$ cat src/common/mips_pkg.sv
package mips_pkg;

	typedef logic [31:0] instr_t;
	typedef logic [4:0]  reg_addr_t;

	// All-zero word is sll $0,$0,0.
	localparam instr_t NOP_INSTR = 32'h0000_0000;

	// Primary opcodes.
	localparam logic [5:0] OP_RTYPE = 6'h00;
	localparam logic [5:0] OP_J     = 6'h02;
	localparam logic [5:0] OP_BEQ   = 6'h04;
	localparam logic [5:0] OP_ADDIU = 6'h09;
	localparam logic [5:0] OP_ORI   = 6'h0d;
	localparam logic [5:0] OP_LUI   = 6'h0f;
	localparam logic [5:0] OP_LW    = 6'h23;
	localparam logic [5:0] OP_SW    = 6'h2b;

	// R-type function codes.
	localparam logic [5:0] FN_ADDU = 6'h21;
	localparam logic [5:0] FN_SUBU = 6'h23;
	localparam logic [5:0] FN_AND  = 6'h24;
	localparam logic [5:0] FN_OR   = 6'h25;
	localparam logic [5:0] FN_SLT  = 6'h2a;

	typedef enum logic [2:0] {
		K_NOP   = 3'd0,
		K_ALU_R = 3'd1,
		K_ALU_I = 3'd2,
		K_LUI   = 3'd3,
		K_LOAD  = 3'd4,
		K_STORE = 3'd5,
		K_BEQ   = 3'd6,
		K_JUMP  = 3'd7
	} instr_kind_t;

	typedef enum logic [4:0] {
		ALU_ADD = 5'd0,
		ALU_SUB = 5'd1,
		ALU_AND = 5'd2,
		ALU_OR  = 5'd3,
		ALU_SLT = 5'd4,
		ALU_LUI = 5'd5
	} alu_op_t;

	typedef enum logic [2:0] {
		EXT_ZERO  = 3'd0,
		EXT_SIGN  = 3'd1,
		EXT_UPPER = 3'd2
	} ext_mode_t;

	typedef enum logic [1:0] {
		FWD_RF = 2'd0, // Register file read.
		FWD_M  = 2'd1, // M-stage ALU result.
		FWD_W  = 2'd2  // W-stage write data.
	} fwd_sel_t;

	// Stage positions counted from D.
	localparam int STG_E = 1;
	localparam int STG_M = 2;

	// Stage where an operand is needed.
	localparam int T_USE_BRANCH = 0;
	localparam int T_USE_ALU    = 1;

	// Stage where a result becomes available for forwarding.
	localparam int T_NEW_ALU  = 2;
	localparam int T_NEW_LOAD = 3;

endpackage

$ cat src/common/stage_if.sv
`timescale 1ns/1ps

// Register usage of the instruction held in one stage.
interface stage_if import mips_pkg::*; ();

	instr_kind_t kind;
	reg_addr_t   rs;
	reg_addr_t   rt;
	logic        uses_rs;
	logic        uses_rt;
	logic        wr_en;    // Never set for $0.
	reg_addr_t   wr_addr;

	modport src (
		output kind,
		output rs,
		output rt,
		output uses_rs,
		output uses_rt,
		output wr_en,
		output wr_addr
	);

	modport hz (
		input kind,
		input rs,
		input rt,
		input uses_rs,
		input uses_rt,
		input wr_en,
		input wr_addr
	);

endinterface

$ cat src/control/hazard_unit.sv
`timescale 1ns/1ps

module hazard_unit import mips_pkg::*; (
	stage_if.hz      d,
	stage_if.hz      e,
	stage_if.hz      m,
	stage_if.hz      w,
	output logic     stall,
	output fwd_sel_t fwd_d1,
	output fwd_sel_t fwd_d2,
	output fwd_sel_t fwd_e1,
	output fwd_sel_t fwd_e2
);

	// Reader of r and writer of r meet. $0 never matches.
	function automatic logic src_hit(
		input reg_addr_t r,
		input logic      used,
		input logic      wr_en,
		input reg_addr_t wr_addr
	);
		return used && (r != '0) && wr_en && (wr_addr == r);
	endfunction

	function automatic int t_new(input instr_kind_t kind);
		return (kind == K_LOAD) ? T_NEW_LOAD : T_NEW_ALU;
	endfunction

	// Producer at stg cannot deliver before the reader needs it.
	function automatic logic too_late(
		input instr_kind_t kind,
		input int          stg,
		input int          use_stg
	);
		return (t_new(kind) - stg) > use_stg;
	endfunction

	function automatic fwd_sel_t pick_src(
		input reg_addr_t r,
		input logic      used,
		input logic      m_ready,
		input reg_addr_t m_addr,
		input logic      w_wr,
		input reg_addr_t w_addr
	);
		if (src_hit(r, used, m_ready, m_addr))
			return FWD_M; // Nearer stage first.
		if (src_hit(r, used, w_wr, w_addr))
			return FWD_W;
		return FWD_RF;
	endfunction

	int   d_use;
	logic e_hit;
	logic m_hit;
	logic m_ready;

	assign d_use = (d.kind == K_BEQ) ? T_USE_BRANCH : T_USE_ALU;

	assign e_hit = src_hit(d.rs, d.uses_rs, e.wr_en, e.wr_addr) ||
		src_hit(d.rt, d.uses_rt, e.wr_en, e.wr_addr);
	assign m_hit = src_hit(d.rs, d.uses_rs, m.wr_en, m.wr_addr) ||
		src_hit(d.rt, d.uses_rt, m.wr_en, m.wr_addr);

	// Covers load-use and both branch cases.
	assign stall = (e_hit && too_late(e.kind, STG_E, d_use)) ||
		(m_hit && too_late(m.kind, STG_M, d_use));

	// A load in M has no result yet.
	assign m_ready = m.wr_en && (t_new(m.kind) <= STG_M);

	assign fwd_d1 = pick_src(d.rs, d.uses_rs, m_ready, m.wr_addr, w.wr_en, w.wr_addr);
	assign fwd_d2 = pick_src(d.rt, d.uses_rt, m_ready, m.wr_addr, w.wr_en, w.wr_addr);
	assign fwd_e1 = pick_src(e.rs, e.uses_rs, m_ready, m.wr_addr, w.wr_en, w.wr_addr);
	assign fwd_e2 = pick_src(e.rt, e.uses_rt, m_ready, m.wr_addr, w.wr_en, w.wr_addr);

endmodule

$ cat src/control/instr_decode.sv
`timescale 1ns/1ps

module instr_decode import mips_pkg::*; (
	input  instr_t    instr,
	stage_if.src      info,
	output ext_mode_t ext_mode,
	output alu_op_t   alu_op,
	output logic      alu_num2_imm,
	output logic      dm_write_enable,
	output logic      rf_write_mem
);

	logic [5:0]  opcode;
	logic [5:0]  funct;
	reg_addr_t   rs_field;
	reg_addr_t   rt_field;
	reg_addr_t   rd_field;
	instr_kind_t kind;
	logic        uses_rs;
	logic        uses_rt;
	reg_addr_t   wr_addr;

	assign opcode   = instr[31:26];
	assign rs_field = instr[25:21];
	assign rt_field = instr[20:16];
	assign rd_field = instr[15:11];
	assign funct    = instr[5:0];

	always_comb begin
		kind   = K_NOP;
		alu_op = ALU_ADD;
		case (opcode)
			OP_RTYPE: begin
				kind = K_ALU_R;
				case (funct)
					FN_ADDU: alu_op = ALU_ADD;
					FN_SUBU: alu_op = ALU_SUB;
					FN_AND:  alu_op = ALU_AND;
					FN_OR:   alu_op = ALU_OR;
					FN_SLT:  alu_op = ALU_SLT;
					default: kind = K_NOP; // Includes sll, so the zero word.
				endcase
			end
			OP_ADDIU: kind = K_ALU_I;
			OP_ORI: begin
				kind   = K_ALU_I;
				alu_op = ALU_OR;
			end
			OP_LUI: begin
				kind   = K_LUI;
				alu_op = ALU_LUI;
			end
			OP_LW:   kind = K_LOAD;
			OP_SW:   kind = K_STORE;
			OP_BEQ:  kind = K_BEQ;
			OP_J:    kind = K_JUMP; // No register traffic.
			default: kind = K_NOP;
		endcase
	end

	always_comb begin
		case (kind)
			K_ALU_I:                  ext_mode = (opcode == OP_ORI) ? EXT_ZERO : EXT_SIGN;
			K_LUI:                    ext_mode = EXT_UPPER;
			K_LOAD, K_STORE, K_BEQ:   ext_mode = EXT_SIGN;
			default:                  ext_mode = EXT_ZERO;
		endcase
	end

	// Destination register.
	always_comb begin
		case (kind)
			K_ALU_R:                  wr_addr = rd_field;
			K_ALU_I, K_LUI, K_LOAD:   wr_addr = rt_field;
			default:                  wr_addr = '0;
		endcase
	end

	assign uses_rs = kind inside {K_ALU_R, K_ALU_I, K_LOAD, K_STORE, K_BEQ};
	assign uses_rt = kind inside {K_ALU_R, K_STORE, K_BEQ};

	assign alu_num2_imm    = kind inside {K_ALU_I, K_LUI, K_LOAD, K_STORE};
	assign dm_write_enable = (kind == K_STORE);
	assign rf_write_mem    = (kind == K_LOAD);

	assign info.kind    = kind;
	assign info.uses_rs = uses_rs;
	assign info.uses_rt = uses_rt;
	assign info.rs      = uses_rs ? rs_field : '0; // Unused fields read as $0.
	assign info.rt      = uses_rt ? rt_field : '0;
	assign info.wr_addr = wr_addr;
	assign info.wr_en   = (wr_addr != '0);

endmodule

$ cat src/control/mips_control.sv
`timescale 1ns/1ps

module mips_control import mips_pkg::*; (
	input  logic      clk,
	input  logic      reset,
	input  instr_t    curr_instr,
	output logic      pc_enable,
	output logic      d_enable,
	output ext_mode_t d_ext_mode,
	output reg_addr_t d_rf_read_addr1,
	output reg_addr_t d_rf_read_addr2,
	output logic      e_alu_num2_imm,
	output alu_op_t   e_alu_op,
	output logic      m_dm_write_enable,
	output logic      w_rf_write_enable,
	output logic      w_rf_write_mem,
	output reg_addr_t w_rf_write_addr,
	output fwd_sel_t  fwd_d1,
	output fwd_sel_t  fwd_d2,
	output fwd_sel_t  fwd_e1,
	output fwd_sel_t  fwd_e2
);

	instr_t d_instr;
	instr_t e_instr;
	instr_t m_instr;
	instr_t w_instr;
	logic   stall;

	stage_if d_info();
	stage_if e_info();
	stage_if m_info();
	stage_if w_info();

	stage_pipe u_pipe (
		.clk        (clk),
		.reset      (reset),
		.curr_instr (curr_instr),
		.stall      (stall),
		.d_instr    (d_instr),
		.e_instr    (e_instr),
		.m_instr    (m_instr),
		.w_instr    (w_instr)
	);

	// Each stage keeps only its own controls.
	instr_decode u_dec_d (
		.instr           (d_instr),
		.info            (d_info),
		.ext_mode        (d_ext_mode),
		.alu_op          (),
		.alu_num2_imm    (),
		.dm_write_enable (),
		.rf_write_mem    ()
	);

	instr_decode u_dec_e (
		.instr           (e_instr),
		.info            (e_info),
		.ext_mode        (),
		.alu_op          (e_alu_op),
		.alu_num2_imm    (e_alu_num2_imm),
		.dm_write_enable (),
		.rf_write_mem    ()
	);

	instr_decode u_dec_m (
		.instr           (m_instr),
		.info            (m_info),
		.ext_mode        (),
		.alu_op          (),
		.alu_num2_imm    (),
		.dm_write_enable (m_dm_write_enable),
		.rf_write_mem    ()
	);

	instr_decode u_dec_w (
		.instr           (w_instr),
		.info            (w_info),
		.ext_mode        (),
		.alu_op          (),
		.alu_num2_imm    (),
		.dm_write_enable (),
		.rf_write_mem    (w_rf_write_mem)
	);

	hazard_unit u_hazard (
		.d      (d_info),
		.e      (e_info),
		.m      (m_info),
		.w      (w_info),
		.stall  (stall),
		.fwd_d1 (fwd_d1),
		.fwd_d2 (fwd_d2),
		.fwd_e1 (fwd_e1),
		.fwd_e2 (fwd_e2)
	);

	assign pc_enable = ~stall;
	assign d_enable  = ~stall; // Fetch register holds with the PC.

	assign d_rf_read_addr1   = d_info.rs;
	assign d_rf_read_addr2   = d_info.rt;
	assign w_rf_write_enable = w_info.wr_en;
	assign w_rf_write_addr   = w_info.wr_addr;

endmodule

$ cat src/control/stage_pipe.sv
`timescale 1ns/1ps

module stage_pipe import mips_pkg::*; (
	input  logic   clk,
	input  logic   reset,
	input  instr_t curr_instr,
	input  logic   stall,
	output instr_t d_instr,
	output instr_t e_instr,
	output instr_t m_instr,
	output instr_t w_instr
);

	always_ff @(posedge clk) begin
		if (reset) begin
			d_instr <= NOP_INSTR;
			e_instr <= NOP_INSTR;
			m_instr <= NOP_INSTR;
			w_instr <= NOP_INSTR;
		end else if (stall) begin
			// D waits, a bubble goes down the pipe.
			d_instr <= d_instr;
			e_instr <= NOP_INSTR;
			m_instr <= e_instr;
			w_instr <= m_instr;
		end else begin
			d_instr <= curr_instr;
			e_instr <= d_instr;
			m_instr <= e_instr;
			w_instr <= m_instr;
		end
	end

endmodule

$ cat config.mk
export PLATFORM = sky130hd
export DESIGN_NAME = mips_control
export DESIGN_NICKNAME = d
export VERILOG_FILES = /design/src/common/mips_pkg.sv /design/src/common/stage_if.sv /design/src/control/hazard_unit.sv /design/src/control/instr_decode.sv /design/src/control/mips_control.sv /design/src/control/stage_pipe.sv
export SDC_FILE = /design/constraint.sdc
export NUM_CORES = 1
export LEC_CHECK = 0
export ABC_AREA = 0
export CORE_ASPECT_RATIO = 1.4
export CORE_MARGIN = 3
export CORE_UTILIZATION = 60
export CTS_BUF_LIST = sky130_fd_sc_hd__clkbuf_8
export DETAILED_ROUTE_END_ITERATION = 10
export DONT_BUFFER_PORTS = 1
export PLACE_DENSITY = 0.79
export REMOVE_ABC_BUFFERS = 1
export SLEW_MARGIN = 20
export SYNTH_ARGS = -nofsm -noshare
export SYNTH_HDL_FRONTEND = slang
export SYNTH_HIERARCHICAL = 1
export SYNTH_SLANG_ARGS = --single-unit
export TNS_END_PERCENT = 50
$ cat constraint.sdc
create_clock -name clk -period 3.22 [get_ports clk]
set_clock_uncertainty 0.15 [all_clocks]
set_input_delay 0 -clock clk [delete_from_list [all_inputs] [get_ports clk]]
set_output_delay 0 -clock clk [all_outputs]
set_load 0.02 [all_outputs]
==> results of run 1 <==
worst reg2reg max path, stage by stage (launching register included):
cell and delay, ns:
dfxtp_4 0.37, or4b_4 0.51, nand2b_4 0.16, a21o_1 0.23, a21boi_4 0.27, buf_6 0.15
nor3b_2 0.05, or4_4 0.55, o21ai_4 0.16, nor4_2 0.06, o211ai_1 0.31, o21ai_4 0.15
buf_4 0.17, nor2_4 0.17, clkbuf_16 0.20, and2_1 0.14
metal layers:
| layer | vias to the layer above | share of wire [%] |
|---|---|---|
| li1 | 2167 | - |
| met1 | 2300 | 37 |
| met2 | 215 | 54 |
| met3 | 74 | 4.6 |
| met4 | 0 | 5.2 |
| met5 | - | 0 |
power by group through the flow:
stage          Combinational [uW]  Clock [uW]  Sequential, uW
6_report                      382         772            1300
5_1_grt                       405         821            1300
4_1_cts                       341         771            1300
3_5_place_dp                  259           0            1330
3_3_place_gp                  251           0            1320
2_1_floorplan                 170           0            1320
flip-flops by register name, summed over array words and instances, names as in the netlist:
name            count
u_pipe/d_instr     27
u_pipe/e_instr     27
u_pipe/m_instr     22
u_pipe/w_instr     22
final cells by class:
type	count	share of cell area [%]
clock buffer	11	2.18
inverter	3	0.234
clock inverter	4	0.486
multi-input combinational	420	47.6
timing repair buffer	144	19.1
sequential	98	28.5
tap	105	1.89
how the worst min path moves through the flow:
stage / endpoint / slack, ns / cells after the start
6_report: u_pipe/d_instr[12]$_SDFFE_PP0N_ / 0.14 / 3
5_1_grt: u_pipe/d_instr[31]$_SDFFE_PP0N_ / 0.16 / 3
4_1_cts: u_pipe/d_instr[19]$_SDFFE_PP0N_ / 0.14 / 3
3_5_place_dp: u_pipe/d_instr[13]$_SDFFE_PP0N_ / -0.07 / 1
3_3_place_gp: u_pipe/d_instr[22]$_SDFFE_PP0N_ / -0.07 / 1
2_1_floorplan: u_pipe/m_instr[0]$_SDFF_PP0_ / -0.08 / 1
through the flow:
stage                     total power, uW  instance area [um2]  setup WS, ns
after floorplan                      1490                 5040         -2.37
after global placement               1580                 5840        -0.190
after detailed placement             1590                 5840        -0.342
after CTS                            2410                 6720        -0.399
after global routing                 2530                 6950        -0.746
final                                2450                 6950        -0.627
what timing repair did:
item | 4_1_cts | 5_1_grt
hold buffers | 30 | 0
pin swaps | 17 | 14
setup endpoints to repair | 64 | 64
hold endpoints to repair | 98 | 0
cloned | 1 | 2
buffers inserted | 23 | 6
resized for setup | 41 | 28
==> flow_summary.yaml, run 1 <==
run_status:
  status: "finished with violations"
  violations: "negative setup slack"
critical_path:
  critPathCapture: "u_pipe/e_instr[21]$_SDFF_PP0_"
  reg2reg_depth: 15
  timing.rr.start: "u_pipe/d_instr[28]$_SDFFE_PP0N_"
  crit_family: "simple AND/OR/NAND/NOR gates"
  critical_path.n_buffers_inverters: 3
  path_cells: "or4b_4, nand2b_4, a21o_1, a21boi_4, buf_6, nor3b_2, or4_4, o21ai_4, nor4_2, o211ai_1, o21ai_4, buf_4, nor2_4, clkbuf_16, and2_1"
  crit_path_start_kind: "flop"
  max_stage_delay_ns: 0.55
  timing.rr.end: "u_pipe/e_instr[21]$_SDFF_PP0_"
  critPathSlowestCell: "or4_4"
  r2r_setup_slack_ns: -0.63
  startpoint: "u_pipe/d_instr[28]$_SDFFE_PP0N_"
  path_class: "flop to flop"
  end_kind: "flop"
  critPathMostFrequentCell: "o21ai_4"
  worst-path-stages: 15
  arrival_ns: 4.03
  cp_max_fo: 11
  cp.required_ns: 3.40
pwr:
  power_switching_share_pct: 27.7
  p_clk_share_pct: 31.5
  power.density_nw_per_um2: 353
  intPower_uw: 1770
  seqPwrFrac_pct: 53.0
  combPwrFrac_pct: 15.6
  p_leak_uw: 0.00289
  p_sw_uw: 678
  vdd_drop_max_uv: 389
timing:
  slew_headroom_pct: 40.5
  slew_violations: 0
  worst_slew_pin_slew_ns: 0.884
  setup_ws_ns: -0.627
  hold_viol: 0
  setup_viol_count_final: 64
  fin_crit_ns: 3.85
  whs_ns: 0.145
  rsz0062_at_grt: "yes"
  fmax_mhz: 260
  fin_crit_sh_pct: 119
  fin_setup_tns_ns: -33.48
place:
  place_inst: 708
  dpl.hpwl_um: 9290
  gp_congestion: 0.953
  numPortBuffers: 0
logic_synthesis:
  postSynthAreaPerCell_um2: 9.40
  syn_area_um2: 5340
  ys_warn_count: 6
  postSynthCellCount: 568
floorplan:
  die_area_um2: 10100
  core.rowCount: 40
  die_w_um: 85.7
  io_pins: 71
  coreArea_um2: 8610
  die_y_um: 118
  start_util_pct: 62.0
clock_tree:
  cts.path.max_buffers: 2
  cts_buffers: 9
  root_buffer: "clkbuf_8"
  clock_latency_ns: 0.39
  clk_pin_slew_ns: 0.10
  cts_tree: "built"
  htree_levels: 3
  cts.sinks: 98
min_path:
  min_from: "curr_instr[12]"
  hold_class: "primary input to flop"
final_layout:
  final_util_pct: 80.8
  finalNonFillerCells: 785
  finalNetCount: 710
  layout-drive-gt1-share_pct: 29.4
  ff_latch_area_um2: 1980
  antenna_cells: 0
  nFillCells: 508
  multi_input_area_um2: 3310
  final_common_cell: "buf_4"
  syn_to_final_growth_pct: 30.3
  final_cell_mix: "98 x buf_4, 91 x dfxtp_1, 49 x nor2_1"
global_routing:
  antenna_found_initial: 0
  grt_pass1_vias: 4750
  top_usage_layer: "met2"
  grt_max_degree: 73
  gr-usage-met2_pct: 51.4
  grt.met1_usage_pct: 29.4
  use_met3_pct: 4.69
  grt_pass1_wl_um: 22500
  grt_usage_pct: 28.2
  gr-total-overflow: 0
detailed_routing:
  ant_nets: 0
  drt_iter0_markers: 398
  wirelength_um: 15600
  firstDrtPassIters: 5
  via_count: 4756
  wl_per_cell_um: 19.9
  via_per_inst: 6.06
  drc_errors: 0
flow_run:
  drv_cap: 0
No activity file was read; power rests on OpenSTA's default activity.
==> run 2, diff against run 1 <==
GPL_TIMING_DRIVEN = 0   (was default)
SYNTH_HIERARCHICAL = default   (was 1)
==> flow_summary.yaml, run 2 <==
pwr:
  p_leak_uw: 0.00236
  vdd_drop_max_uv: 461
  power.density_nw_per_um2: 366
timing:
  rsz0062_at_grt: "yes"
  hold_viol: 0
  fin_crit_sh_pct: 103
  fmax_mhz: 302
  slew_violations: 0
  worst_slew_pin_slew_ns: 0.967
  setup_ws_ns: -0.0926
  setup_viol_count_final: 56
  fin_crit_ns: 3.31
  slew_headroom_pct: 34.6
global_routing:
  antenna_found_initial: 0
  grt_max_degree: 65
  grt_pass1_vias: 4966
  grt_usage_pct: 33.1
  grt_pass1_wl_um: 25500
  gr-total-overflow: 0
detailed_routing:
  drc_errors: 0
  ant_nets: 0
  drt_iter0_markers: 426
  firstDrtPassIters: 7
  via_count: 5192
  wl_per_cell_um: 21.6
  via_per_inst: 6.62
  wirelength_um: 16900
critical_path:
  path_class: "flop to primary output"
  arrival_ns: 3.16
  critPathSlowestCell: "or4_4"
  cp_max_fo: 7
  end_kind: "primary output"
  crit_path_start_kind: "flop"
  max_stage_delay_ns: 0.59
  cp.required_ns: 3.07
  path_cells: "or3_4, a21oi_4, buf_4, a32o_4, a22oi_2, xnor2_1, or4_4, a21o_4, and2_4"
  reg2reg_depth: 10
flow_run:
  drv_cap: 0
logic_synthesis:
  yosys.area.top_type: "dfxtp_1"
  postSynthAreaPerCell_um2: 8.24
  synth_top_area_share_pct: 37.6
  synth_edf_count: 0
  syn_area_um2: 5220
  ys_async_sr_fraction_pct: 0
  synth.yosys.seq_area_share_pct: 37.6
  yosysMostFrequentCell: "dfxtp_1"
  ys_warn_count: 0
  ys_ff_latch: 98
  synth_area_leaders: "dfxtp_1 38%, nor2b_1 5.0%, xnor2_1 4.7%"
  synth_cell_type_count: 77
  ys.flop_type: "dfxtp_1"
  synth_common_cells: "98 x dfxtp_1, 55 x nor2_1, 42 x nor2b_1"
  postSynthCellCount: 634
min_path:
  hold_class: "primary input to flop"
  min_path_cells: 2
final_layout:
  antenna_cells: 0
  layout-drive-gt1-share_pct: 19.9
  syn_to_final_growth_pct: 23.1
  multi_input_area_um2: 3360
  largestRegisters: "u_pipe.d_instr x27, u_pipe.e_instr x27"
  final_cell_mix: "94 x dfxtp_1, 42 x nor2_1, 41 x nor2b_1, 41 x inv_1, 40 x nand3_1"
  ff_latch_area_um2: 1980
  finalNetCount: 711
  nFillCells: 591
  final_common_cell: "dfxtp_1"
  finalNonFillerCells: 784
floorplan:
  die_w_um: 84.9
  io_pins: 71
  die_y_um: 116
  start_util_pct: 63.0
  coreArea_um2: 8300
  core.rowCount: 39
  die_area_um2: 9880
clock_tree:
  clock_latency_ns: 0.38
  clk_pin_slew_ns: 0.10
  cts.sinks: 98
  cts_tree: "built"
  cts_buffers: 9
  cts.path.max_buffers: 2
  htree_levels: 3
  root_buffer: "clkbuf_8"
run_status:
  violations: "negative setup slack"
  status: "finished with violations"
place:
  gp_congestion: 0.960
  dpl.hpwl_um: 10100
  dp_slack_ns: -1.03
  place_inst: 698
  numPortBuffers: 0
[run 2: final cells by class]
| type | count | share of cell area (%) |
|---|---|---|
| clock buffer | 9 | 1.93 |
| tap | 102 | 1.98 |
| multi-input combinational | 463 | 52.2 |
| timing repair buffer | 65 | 10.0 |
| clock inverter | 7 | 0.798 |
| inverter | 40 | 2.33 |
| sequential | 98 | 30.7 |
[run 2: final timing paths]
| path | endpoint | slack [ns] | from |
|---|---|---|---|
| setup / recovery | d_enable | -0.09 | u_pipe.m_instr[28]$_SDFF_PP0_ |
| hold / removal | u_pipe.m_instr[26]$_SDFF_PP0_ | 0.06 | reset |
| setup reg to reg | u_pipe.e_instr[16]$_SDFF_PP0_ | -0.09 | u_pipe.m_instr[28]$_SDFF_PP0_ |
| hold reg to reg | u_pipe.e_instr[11]$_SDFF_PP0_ | 0.28 | u_pipe.d_instr[11]$_SDFFE_PP0N_ |
[run 2: critical path, delay by kind of cell (launching register included)]
family | cells | cell delay (ns)
AO/OA/AOI/OAI | 4 | 0.85
AND/OR/NAND/NOR | 3 | 1.21
flip-flops | 1 | 0.37
buffers and inverters | 1 | 0.16
XOR/XNOR | 1 | 0.18
[run 2: kinds of logic (layout without fill, tap and decap cells)]
group | count (synthesis) | in the layout | synth area share [%]
AOI/OAI and AO/OA | 160 | 163 | 21.8
xor gates and xnor gates | 30 | 30 | 5.03
buffers and inverters | 81 | 121 | 7.14
DFF | 98 | 98 | 37.6
muxes | 2 | 2 | 0.383
other | 1 | 3 | 0.0718
and+or+nand+nor | 262 | 265 | 28.0
[run 2: what timing repair did]
action / 4_1_cts / 5_1_grt
hold buffers: 39 / 0
cloned: 5 / 1
resized for setup: 67 / 41
endpoints found under the hold margin: 98 / 0
setup buffers: 14 / 11
pin swaps: 34 / 28
endpoints found under the setup margin: 65 / 62
[run 2: power by group]
| part | internal [uW] | total [uW] | switching [uW] |
|---|---|---|---|
| Sequential | 1250 | 1320 | 62.8 |
| Combinational | 126 | 290 | 164 |
| Clock | 288 | 747 | 459 |
[run 2: through the flow]
step	hold WS [ns]	setup TNS (ns)	power (uW)	utilization, %	instance area, um2
2_1_floorplan	-0.0876	-11.95	1470	-	5010
3_3_place_gp	-0.0815	-69.84	1530	61.9	5130
4_1_cts	0.0557	-2.78	2310	74.5	6180
3_5_place_dp	-0.0785	-48.89	1530	62.1	5150
5_1_grt	0.0647	-8.00	2420	77.5	6430
6_report	0.0602	-3.03	2350	77.5	6430
[run 2: metal layers]
layer | wire (um) | vias to the layer above | GRT usage [%]
li1 | - | 2360 | -
met1 | 6250 | 2459 | 38.3
met2 | 8530 | 292 | 57.8
met3 | 1270 | 81 | 5.93
met4 | 900 | 0 | 18.3
met5 | 0 | - | 1.52
